<file path="src/dsp_defs.svh">
`ifndef DSP_DEFS_SVH
`define DSP_DEFS_SVH

// Datapath geometry
`define DSP_LANES      4
`define DSP_CODE_W     8
`define DSP_FFE_TAPS   3
`define DSP_WEIGHT_W   8
`define DSP_FFE_W      18
`define DSP_THRESH_W   8
`define DSP_SHIFT_W    4
`define DSP_CHAN_TAPS  3
`define DSP_CHAN_W     8
`define DSP_ERR_W      11

// AXI4-Lite register map
`define DSP_AXI_ADDR_W 4
`define DSP_AXI_DATA_W 32
`define DSP_ADDR_FFE   4'h0
`define DSP_ADDR_CTRL  4'h4
`define DSP_ADDR_CHAN  4'h8

`endif
</file>
<file path="src/dsp_pkg.sv">
`include "dsp_defs.svh"

package dsp_pkg;

    typedef logic signed [`DSP_CODE_W-1:0]   code_t;
    typedef logic signed [`DSP_WEIGHT_W-1:0] weight_t;
    typedef logic signed [`DSP_THRESH_W-1:0] thresh_t;
    typedef logic signed [`DSP_CHAN_W-1:0]   chan_t;
    typedef logic signed [`DSP_ERR_W-1:0]    err_t;
    typedef logic [`DSP_SHIFT_W-1:0]         shift_t;

    // Lane 0 holds the oldest serial sample
    typedef code_t [`DSP_LANES-1:0] adc_word_t;
    typedef logic  [`DSP_LANES-1:0] bit_word_t;
    typedef err_t  [`DSP_LANES-1:0] err_word_t;

    typedef struct packed {
        logic [`DSP_AXI_DATA_W-`DSP_THRESH_W-2*`DSP_SHIFT_W-1:0] rsvd;
        shift_t  chan_shift;
        shift_t  ffe_shift;
        thresh_t thresh;
    } ctrl_fields_t;

    // FFE and channel registers read as signed bytes, control as fields
    typedef union packed {
        weight_t [`DSP_AXI_DATA_W/`DSP_WEIGHT_W-1:0] taps;
        ctrl_fields_t                                ctrl;
    } cfg_word_u;

    typedef struct packed {
        weight_t [`DSP_FFE_TAPS-1:0] weights;
        thresh_t                     thresh;
        shift_t                      ffe_shift;
        chan_t [`DSP_CHAN_TAPS-1:0]  chan;
        shift_t                      chan_shift;
    } eq_cfg_t;

    typedef struct packed {
        logic [`DSP_AXI_ADDR_W-1:0] awaddr;
        logic                       awvalid;
        logic [`DSP_AXI_DATA_W-1:0] wdata;
        logic                       wvalid;
        logic                       bready;
        logic [`DSP_AXI_ADDR_W-1:0] araddr;
        logic                       arvalid;
        logic                       rready;
    } axil_req_t;

    typedef struct packed {
        logic                       awready;
        logic                       wready;
        logic [1:0]                 bresp;
        logic                       bvalid;
        logic                       arready;
        logic [`DSP_AXI_DATA_W-1:0] rdata;
        logic [1:0]                 rresp;
        logic                       rvalid;
    } axil_rsp_t;

endpackage

</file>
<file path="src/datapath_core.sv">
`include "dsp_defs.svh"

module datapath_core (
    input  logic               clk,
    input  logic               rst_n_i,
    input  dsp_pkg::axil_req_t axil_req_i,
    output dsp_pkg::axil_rsp_t axil_rsp_o,
    input  dsp_pkg::adc_word_t adc_codes_i,
    input  logic               adc_valid_i,
    output dsp_pkg::bit_word_t bits_o,
    output logic               bits_valid_o,
    output dsp_pkg::err_word_t err_o,
    output logic               err_valid_o
);

    dsp_pkg::eq_cfg_t        cfg;
    dsp_pkg::adc_word_t      cur_codes;
    dsp_pkg::adc_word_t      prev_codes;
    dsp_pkg::adc_word_t      aligned_codes;
    logic                    cur_valid;
    wire dsp_pkg::bit_word_t lane_bits;
    wire [`DSP_LANES-1:0]    lane_valid;

    dsp_cfg_regs cfg_regs_i (
        .clk        (clk),
        .rst_n_i    (rst_n_i),
        .axil_req_i (axil_req_i),
        .axil_rsp_o (axil_rsp_o),
        .cfg_o      (cfg)
    );

    code_history history_i (
        .clk             (clk),
        .rst_n_i         (rst_n_i),
        .adc_codes_i     (adc_codes_i),
        .adc_valid_i     (adc_valid_i),
        .cur_codes_o     (cur_codes),
        .prev_codes_o    (prev_codes),
        .cur_valid_o     (cur_valid),
        .aligned_codes_o (aligned_codes)
    );

    for (genvar gi = 0; gi < `DSP_LANES; gi++) begin : g_lane
        lane_equalizer #(
            .LANE (gi)
        ) lane_eq_i (
            .clk          (clk),
            .rst_n_i      (rst_n_i),
            .cur_codes_i  (cur_codes),
            .prev_codes_i (prev_codes),
            .valid_i      (cur_valid),
            .cfg_i        (cfg),
            .bit_o        (lane_bits[gi]),
            .valid_o      (lane_valid[gi])
        );
    end

    error_builder err_build_i (
        .clk             (clk),
        .rst_n_i         (rst_n_i),
        .bits_i          (lane_bits),
        .bits_valid_i    (lane_valid[0]),
        .aligned_codes_i (aligned_codes),
        .cfg_i           (cfg),
        .err_o           (err_o),
        .err_valid_o     (err_valid_o)
    );

    assign bits_o       = lane_bits;
    assign bits_valid_o = lane_valid[0];

endmodule

</file>
<file path="src/error_builder.sv">
`include "dsp_defs.svh"

module error_builder (
    input  logic               clk,
    input  logic               rst_n_i,
    input  dsp_pkg::bit_word_t bits_i,
    input  logic               bits_valid_i,
    input  dsp_pkg::adc_word_t aligned_codes_i,
    input  dsp_pkg::eq_cfg_t   cfg_i,
    output dsp_pkg::err_word_t err_o,
    output logic               err_valid_o
);

    dsp_pkg::bit_word_t      prev_bits_q;
    wire dsp_pkg::err_word_t err_d;
    dsp_pkg::err_word_t      err_q;
    logic                    valid_q;

    for (genvar ln = 0; ln < `DSP_LANES; ln++) begin : g_lane
        dsp_pkg::err_t term [`DSP_CHAN_TAPS];
        dsp_pkg::err_t sum;
        dsp_pkg::err_t est;

        for (genvar k = 0; k < `DSP_CHAN_TAPS; k++) begin : g_tap
            localparam int POS = ln - k;
            localparam int IDX = (POS < 0) ? POS + `DSP_LANES : POS;

            logic          sym;
            dsp_pkg::err_t tap;

            assign sym     = (POS < 0) ? prev_bits_q[IDX] : bits_i[IDX];
            assign tap     = dsp_pkg::err_t'($signed(cfg_i.chan[k]));
            // Bit 1 is symbol +1, bit 0 is symbol -1
            assign term[k] = sym ? tap : -tap;
        end

        always_comb begin
            sum = '0;
            for (int k = 0; k < `DSP_CHAN_TAPS; k++) begin
                sum = sum + term[k];
            end
        end

        assign est       = sum >>> cfg_i.chan_shift;
        assign err_d[ln] = est - dsp_pkg::err_t'($signed(aligned_codes_i[ln]));
    end

    always_ff @(posedge clk or negedge rst_n_i) begin
        if (!rst_n_i) begin
            prev_bits_q <= '0;
            valid_q     <= 1'b0;
        end else begin
            valid_q <= bits_valid_i;
            if (bits_valid_i) begin
                prev_bits_q <= bits_i;
            end
        end
    end

    always_ff @(posedge clk) begin
        if (bits_valid_i) begin
            err_q <= err_d;
        end
    end

    assign err_o       = err_q;
    assign err_valid_o = valid_q;

    a_err_follows: assert property (@(posedge clk) disable iff (!rst_n_i)
        err_valid_o == $past(bits_valid_i));

endmodule

</file>
<file path="src/lane_equalizer.sv">
`include "dsp_defs.svh"

module lane_equalizer #(
    parameter int LANE = 0
) (
    input  logic               clk,
    input  logic               rst_n_i,
    input  dsp_pkg::adc_word_t cur_codes_i,
    input  dsp_pkg::adc_word_t prev_codes_i,
    input  logic               valid_i,
    input  dsp_pkg::eq_cfg_t   cfg_i,
    output logic               bit_o,
    output logic               valid_o
);

    typedef logic signed [`DSP_FFE_W-1:0] acc_t;

    acc_t prod [`DSP_FFE_TAPS];
    acc_t acc;
    acc_t eq_val;
    logic slice;
    logic bit_q;
    logic valid_q;

    // Tap k looks k samples back, wrapping into the previous word
    for (genvar k = 0; k < `DSP_FFE_TAPS; k++) begin : g_tap
        localparam int POS = LANE - k;
        localparam int IDX = (POS < 0) ? POS + `DSP_LANES : POS;

        dsp_pkg::code_t code;

        assign code    = (POS < 0) ? prev_codes_i[IDX] : cur_codes_i[IDX];
        assign prod[k] = acc_t'($signed(code)) * acc_t'($signed(cfg_i.weights[k]));
    end

    always_comb begin
        acc = '0;
        for (int k = 0; k < `DSP_FFE_TAPS; k++) begin
            acc = acc + prod[k];
        end
    end

    assign eq_val = acc >>> cfg_i.ffe_shift;
    assign slice  = (eq_val >= acc_t'($signed(cfg_i.thresh)));

    always_ff @(posedge clk or negedge rst_n_i) begin
        if (!rst_n_i) begin
            valid_q <= 1'b0;
        end else begin
            valid_q <= valid_i;
        end
    end

    always_ff @(posedge clk) begin
        if (valid_i) begin
            bit_q <= slice;
        end
    end

    assign bit_o   = bit_q;
    assign valid_o = valid_q;

    a_bit_known: assert property (@(posedge clk) disable iff (!rst_n_i)
        valid_o |-> !$isunknown(bit_o));

endmodule

</file>
<file path="src/code_history.sv">
module code_history (
    input  logic               clk,
    input  logic               rst_n_i,
    input  dsp_pkg::adc_word_t adc_codes_i,
    input  logic               adc_valid_i,
    output dsp_pkg::adc_word_t cur_codes_o,
    output dsp_pkg::adc_word_t prev_codes_o,
    output logic               cur_valid_o,
    output dsp_pkg::adc_word_t aligned_codes_o
);

    dsp_pkg::adc_word_t cur_q;
    dsp_pkg::adc_word_t prev_q;
    dsp_pkg::adc_word_t aligned_q;
    logic               cur_valid_q;

    // History only moves on valid words so gaps do not break the serial order
    always_ff @(posedge clk or negedge rst_n_i) begin
        if (!rst_n_i) begin
            cur_q       <= '0;
            prev_q      <= '0;
            cur_valid_q <= 1'b0;
        end else begin
            cur_valid_q <= adc_valid_i;
            if (adc_valid_i) begin
                cur_q  <= adc_codes_i;
                prev_q <= cur_q;
            end
        end
    end

    // Matches the lane register stage
    always_ff @(posedge clk) begin
        aligned_q <= cur_q;
    end

    assign cur_codes_o     = cur_q;
    assign prev_codes_o    = prev_q;
    assign cur_valid_o     = cur_valid_q;
    assign aligned_codes_o = aligned_q;

endmodule

</file>
<file path="src/dsp_cfg_regs.sv">
`include "dsp_defs.svh"

module dsp_cfg_regs (
    input  logic               clk,
    input  logic               rst_n_i,
    input  dsp_pkg::axil_req_t axil_req_i,
    output dsp_pkg::axil_rsp_t axil_rsp_o,
    output dsp_pkg::eq_cfg_t   cfg_o
);

    localparam logic [1:0] RESP_OKAY   = 2'b00;
    localparam logic [1:0] RESP_SLVERR = 2'b10;

    dsp_pkg::cfg_word_u ffe_q;
    dsp_pkg::cfg_word_u ctrl_q;
    dsp_pkg::cfg_word_u chan_q;
    dsp_pkg::cfg_word_u rd_word;

    logic                       awready_q;
    logic                       bvalid_q;
    logic [1:0]                 bresp_q;
    logic                       arready_q;
    logic                       rvalid_q;
    logic [1:0]                 rresp_q;
    logic [`DSP_AXI_DATA_W-1:0] rdata_q;
    logic                       wr_start;
    logic                       rd_start;

    function automatic logic addr_known(input logic [`DSP_AXI_ADDR_W-1:0] addr);
        return (addr == `DSP_ADDR_FFE) || (addr == `DSP_ADDR_CTRL) ||
               (addr == `DSP_ADDR_CHAN);
    endfunction

    // One write or read in flight at a time
    assign wr_start = axil_req_i.awvalid && axil_req_i.wvalid && !awready_q && !bvalid_q;
    assign rd_start = axil_req_i.arvalid && !arready_q && !rvalid_q;

    always_comb begin
        case (axil_req_i.araddr)
            `DSP_ADDR_FFE:  rd_word = ffe_q;
            `DSP_ADDR_CTRL: rd_word = ctrl_q;
            `DSP_ADDR_CHAN: rd_word = chan_q;
            default:        rd_word = '0;
        endcase
    end

    always_ff @(posedge clk or negedge rst_n_i) begin
        if (!rst_n_i) begin
            awready_q <= 1'b0;
            bvalid_q  <= 1'b0;
            bresp_q   <= RESP_OKAY;
            arready_q <= 1'b0;
            rvalid_q  <= 1'b0;
            rresp_q   <= RESP_OKAY;
            rdata_q   <= '0;
        end else begin
            awready_q <= wr_start;
            if (awready_q) begin
                bvalid_q <= 1'b1;
                bresp_q  <= addr_known(axil_req_i.awaddr) ? RESP_OKAY : RESP_SLVERR;
            end else if (axil_req_i.bready) begin
                bvalid_q <= 1'b0;
            end

            arready_q <= rd_start;
            if (arready_q) begin
                rvalid_q <= 1'b1;
                rdata_q  <= rd_word;
                rresp_q  <= addr_known(axil_req_i.araddr) ? RESP_OKAY : RESP_SLVERR;
            end else if (axil_req_i.rready) begin
                rvalid_q <= 1'b0;
            end
        end
    end

    // Writes to unmapped addresses fall through untouched
    always_ff @(posedge clk or negedge rst_n_i) begin
        if (!rst_n_i) begin
            ffe_q  <= '0;
            ctrl_q <= '0;
            chan_q <= '0;
        end else if (awready_q) begin
            case (axil_req_i.awaddr)
                `DSP_ADDR_FFE:  ffe_q  <= axil_req_i.wdata;
                `DSP_ADDR_CTRL: ctrl_q <= axil_req_i.wdata;
                `DSP_ADDR_CHAN: chan_q <= axil_req_i.wdata;
                default: ;
            endcase
        end
    end

    always_comb begin
        cfg_o.weights    = ffe_q.taps[`DSP_FFE_TAPS-1:0];
        cfg_o.thresh     = ctrl_q.ctrl.thresh;
        cfg_o.ffe_shift  = ctrl_q.ctrl.ffe_shift;
        cfg_o.chan       = chan_q.taps[`DSP_CHAN_TAPS-1:0];
        cfg_o.chan_shift = ctrl_q.ctrl.chan_shift;
    end

    always_comb begin
        axil_rsp_o.awready = awready_q;
        axil_rsp_o.wready  = awready_q;
        axil_rsp_o.bresp   = bresp_q;
        axil_rsp_o.bvalid  = bvalid_q;
        axil_rsp_o.arready = arready_q;
        axil_rsp_o.rdata   = rdata_q;
        axil_rsp_o.rresp   = rresp_q;
        axil_rsp_o.rvalid  = rvalid_q;
    end

    a_bvalid_hold: assert property (@(posedge clk) disable iff (!rst_n_i)
        bvalid_q && !axil_req_i.bready |=> bvalid_q);

    a_rvalid_hold: assert property (@(posedge clk) disable iff (!rst_n_i)
        rvalid_q && !axil_req_i.rready |=> rvalid_q && $stable(rdata_q));

endmodule

</file>
<file path="config.mk">
export PLATFORM = sky130hd
export DESIGN_NAME = datapath_core
export DESIGN_NICKNAME = d
export VERILOG_FILES = /design/src/dsp_pkg.sv /design/src/datapath_core.sv /design/src/error_builder.sv /design/src/lane_equalizer.sv /design/src/code_history.sv /design/src/dsp_cfg_regs.sv
export VERILOG_INCLUDE_DIRS = /design/src
export SDC_FILE = /design/constraint.sdc
export NUM_CORES = 2
export LEC_CHECK = 0
export BUFFER_PORTS_ARGS = -buffer_cell sky130_fd_sc_hd__buf_4
export CORE_MARGIN = 5
export CORE_UTILIZATION = 55
export DETAILED_ROUTE_END_ITERATION = 16
export PLACE_DENSITY = 0.84
export SKIP_LAST_GASP = 1
export SYNTH_ARGS = -nofsm -noshare
export SYNTH_HDL_FRONTEND = slang
export SYNTH_SLANG_ARGS = --single-unit
export TNS_END_PERCENT = 10
</file>
<file path="constraint.sdc">
create_clock -name clk -period 16.6 [get_ports clk]
set_clock_uncertainty 0.2 [all_clocks]
set_input_delay 2.49 -clock clk [delete_from_list [all_inputs] [get_ports clk]]
set_output_delay 2.49 -clock clk [all_outputs]
set_load 0.01 [all_outputs]
</file>
==> results list <==
* Mean number of vias per cell: 5.85
- Buffers & Inverters on Critical Path: 6
- After detailed routing, the average wire length per cell comes to around 21 microns.
- In the synthesized netlist the async set-or-reset flop fraction comes to 70.0%.
* CP max-delay cell: sky130_fd_sc_hd__xnor2_1
- Delay contributed by the slowest stage of the critical path: 0.69 ns
- CTS tree: yes
- Buffers added to address setup during post-CTS repair amount to 0.
* Crit path launch: cfg_regs_i.ffe_q[0]
- The cell family contributing the most delay on the critical path is compound AO/OA/AOI/OAI gates.
* CP required: 16.77 ns
- Share of the synthesized area in the top cell type: 27.6%
- Wires add up to ~160,000 microns.
- Worst Path Max Fanout: 34
- Worst reg2reg startpoint: cfg_regs_i.ffe_q[0]
- For this run, the post-layout net count is 7,701.
* Average footprint of a synthesized cell: just under 9 sq um
* Post-cts hold buffer count: 0
- The path class of the tightest hold or removal check is reg2reg.
* Min Clock Period, post-route: between 10 and 15 ns
* Run status: finished clean
- Top_reg_cell synth: sky130_fd_sc_hd__dfrtp_1
* Endpoints failing hold: 0
- Setup crit start kind: register
* Number of global-route vias before repair: 47,850
- Final clock period utilization by the worst path: 63.5%
- Buffer depth of the longest clock path: 3
- Unrepaired setup endpoints after global routing: false
- After synthesis, the largest family of logic cells by area is adder cells.
- Synthesis handed over a netlist of 6,313 instances.
- Post-synthesis share of cell area spent on and, or, nand and nor gates: 13.6%
* Count of instances resized after the clock tree is built: 0
* Routed Antenna Nets: 0
* Xor-xnor portion of the synthesized cell area: just under 6%
* Clock root cell: sky130_fd_sc_hd__clkbuf_16
- Global-route wire length before repair: between 200,000 and 300,000 microns
* Setup Total Neg Slack: 0 ns
- Summing the areas of all fa, ha and maj instances in the mapped netlist gives 40.2% of the synthesized area.
* Gr ovfl total: 0
- Yosys instantiated no cell more often than sky130_fd_sc_hd__inv_1.
- The max-slew violation count came to 0.
* Antenna violations before repair: 3
- Setup violations remaining at the end of the flow were counted as 0.
- In this run the worst setup path terminates at g_lane[2].lane_eq_i.bit_o.
* Flip-flop and latch count after synthesis: 267
- Entering global routing, the biggest net connects 73 pins.
* Max capacitance violation total: 0
* Worst slew pin tran: 1.31 ns
* Die footprint: 108,000 sq um
- The first routing iteration left between 4,000 and 5,000 violations.
- Slack of the worst reg-to-reg path: 6.06 ns
- Pin placement for this block handled 171 I/O pins.
- The initialized floorplan defines between 100 and 150 standard-cell rows.
* Initial standard-cell utilization of the core: 55.2%
* Area fraction in compound gates after synthesis: 11.4%
- Post-DP HPWL: 126,000 microns
- During placement, the flow inserted port buffers numbering 168.
* Core region area: 101,000 sq um
- After synthesis, the most frequently instantiated cells are sky130_fd_sc_hd__inv_1, sky130_fd_sc_hd__fa_1, sky130_fd_sc_hd__ha_1.
- Library cell occupying the most area in the post-synthesis netlist: sky130_fd_sc_hd__fa_1
- Kind of critical path: reg2reg
- R2r worst-path depth: 39
- Derived from the worst setup path, the maximum achievable clock frequency is 94.9 MHz.
- In this run the number of H-tree levels came out at 1.
- P&R area growth vs syn: 5.85%
* Post-synth design cell area: 56,000 sq um
- Measured against its own limit, the worst slew margin works out to 12.2%.
* EDFF count, synth: 48
* Detailed-router iteration count before antenna repair: 9
- During synthesis, Yosys emitted a total of 0 warnings.
- Critical Path AT: 10.71 ns
* Most area-consuming cells after synthesis: sky130_fd_sc_hd__fa_1, sky130_fd_sc_hd__ha_1, sky130_fd_sc_hd__inv_1
- Total clock buffers created by CTS: 31
- DRC errors left: 0
* Number of cells on the critical path: 39
- Number of distinct library cells after synthesis: 89
- Cells with a size suffix above 1 make up roughly 8.6% of the layout.
- Clock Latency Late Sink: between 0.6 and 0.7 ns
- R2r endpoint: g_lane[2].lane_eq_i.bit_o
- Worst setup EP type: register
- Vertical extent of the die: 329 microns
- FILL cells: approximately 8,500
- Gr usage total: 29.8%
- After clock tree synthesis, the clock-pin slew on the worst setup and hold paths is 0.06 ns.
- Die span in x: roughly 330 microns
- Global placement routability congestion: 1.01
- Seq/Total Area, Yosys: 12.1%
- For this block, the via count after detailed routing is 44,936.
- Num Clock Sinks: around 270
- Mux contribution to synthesized area: under 10%
[cells by family (layout without fill, tap and decap cells)]
group / count (synthesis) / after routing
and+or+nand+nor: 1462 / 1462
AOI/OAI and AO/OA: 954 / 954
adders and majority gates: 1336 / 1336
DFF: 267 / 267
xor gates and xnor gates: 376 / 376
buffers and inverters: 1634 / 1630
muxes: 283 / 283
other: 1 / 4
[registers in the layout, indices dropped and copies added, names as in the netlist, 2 cells and up]
register / count
history_i.cur_codes_o: 32
cfg_regs_i.chan_q: 32
err_build_i.err_o: 44
cfg_regs_i.ffe_q: 32
cfg_regs_i.rdata_q: 32
err_build_i.prev_bits_q: 2
g_lane.lane_eq_i.bit_o: 4
history_i.aligned_codes_o: 32
history_i.prev_codes_o: 16
cfg_regs_i.ctrl_q: 32
[metrics by stage]
stage	util, %	instance area [sq um]	instances	hold slack [ns]	worst slack (ns)
finish	58.4	59200	7680	0.213	6.06
global route	58.4	59200	7678	0.224	5.50
CTS	58.4	59200	7678	0.213	6.35
detailed placement	57.4	58200	7620	0.190	6.38
global placement	57.4	58200	7620	0.194	6.52
floorplan	-	56000	6314	0.145	7.30
[area by class of cell]
| type | count | area (sq um) | share of cell area, % |
|---|---|---|---|
| multi-input combinational | 4413 | 43000 | 72.5 |
| sequential | 267 | 6770 | 11.4 |
| inverter | 1339 | 5030 | 8.48 |
| timing repair buffer | 233 | 1760 | 2.96 |
| tap | 1368 | 1710 | 2.89 |
| clock buffer | 43 | 871 | 1.47 |
| clock inverter | 15 | 130 | 0.220 |
| antenna | 2 | 5.00 | 0.00845 |
[layer usage]
layer  vias to the layer above  track usage, %  part of all wire [%]
met5                         -               0                     0
met4                         0            20.0                   8.4
met3                       618            5.48                   9.1
met2                      2161            49.7                    47
met1                     22084            35.1                    36
li1                      20073               -                     -
[layout by cell type, fill, tap and decap left out, types with 11 or more instances in the layout]
cell type                      n
sky130_fd_sc_hd__o311a_1      17
sky130_fd_sc_hd__nand2b_1     39
sky130_fd_sc_hd__clkbuf_16    31
sky130_fd_sc_hd__a21o_1      105
sky130_fd_sc_hd__fa_1        773
sky130_fd_sc_hd__nor2b_1      82
sky130_fd_sc_hd__a211oi_1     56
sky130_fd_sc_hd__nand4_1      21
sky130_fd_sc_hd__ha_1        563
sky130_fd_sc_hd__xnor2_1     296
sky130_fd_sc_hd__a222oi_1     34
sky130_fd_sc_hd__a21oi_1     258
sky130_fd_sc_hd__or2_2        31
sky130_fd_sc_hd__o21bai_1     52
sky130_fd_sc_hd__mux2i_1      94
sky130_fd_sc_hd__o21a_1       58
sky130_fd_sc_hd__o221ai_1     14
sky130_fd_sc_hd__inv_1      1332
sky130_fd_sc_hd__a221oi_1     15
sky130_fd_sc_hd__o21ai_0     146
sky130_fd_sc_hd__a221o_1      12
sky130_fd_sc_hd__buf_4       232
sky130_fd_sc_hd__a31oi_1      18
sky130_fd_sc_hd__a211o_1      11
sky130_fd_sc_hd__o22ai_1      51
sky130_fd_sc_hd__nand2_1     324
sky130_fd_sc_hd__and2_1      488
sky130_fd_sc_hd__nor2_1      298
sky130_fd_sc_hd__o211ai_1     21
sky130_fd_sc_hd__nor3_1       69
sky130_fd_sc_hd__nor3b_1      12
sky130_fd_sc_hd__or3_1        18
sky130_fd_sc_hd__edfxtp_1     48
sky130_fd_sc_hd__nand3_1      25
sky130_fd_sc_hd__dfrtp_1     182
sky130_fd_sc_hd__xor2_1       80
sky130_fd_sc_hd__mux2_2      182
sky130_fd_sc_hd__dfxtp_1      32
[worst min-delay path by stage]
stage	from	endpoint	cells after the start	slack (ns)
after floorplan	history_i.cur_codes_o[15]	history_i.aligned_codes_o[15]	0	0.15
after CTS	history_i.cur_codes_o[7]	history_i.aligned_codes_o[7]	0	0.21
final	history_i.cur_codes_o[7]	history_i.aligned_codes_o[7]	0	0.21
after global placement	history_i.cur_codes_o[7]	history_i.aligned_codes_o[7]	0	0.19
after detailed placement	history_i.cur_codes_o[7]	history_i.aligned_codes_o[7]	0	0.19
after global routing	history_i.cur_codes_o[7]	history_i.aligned_codes_o[7]	0	0.22
Power is not shown: default switching activity piles up to over one toggle a cycle in this logic, so the estimate is an artifact.
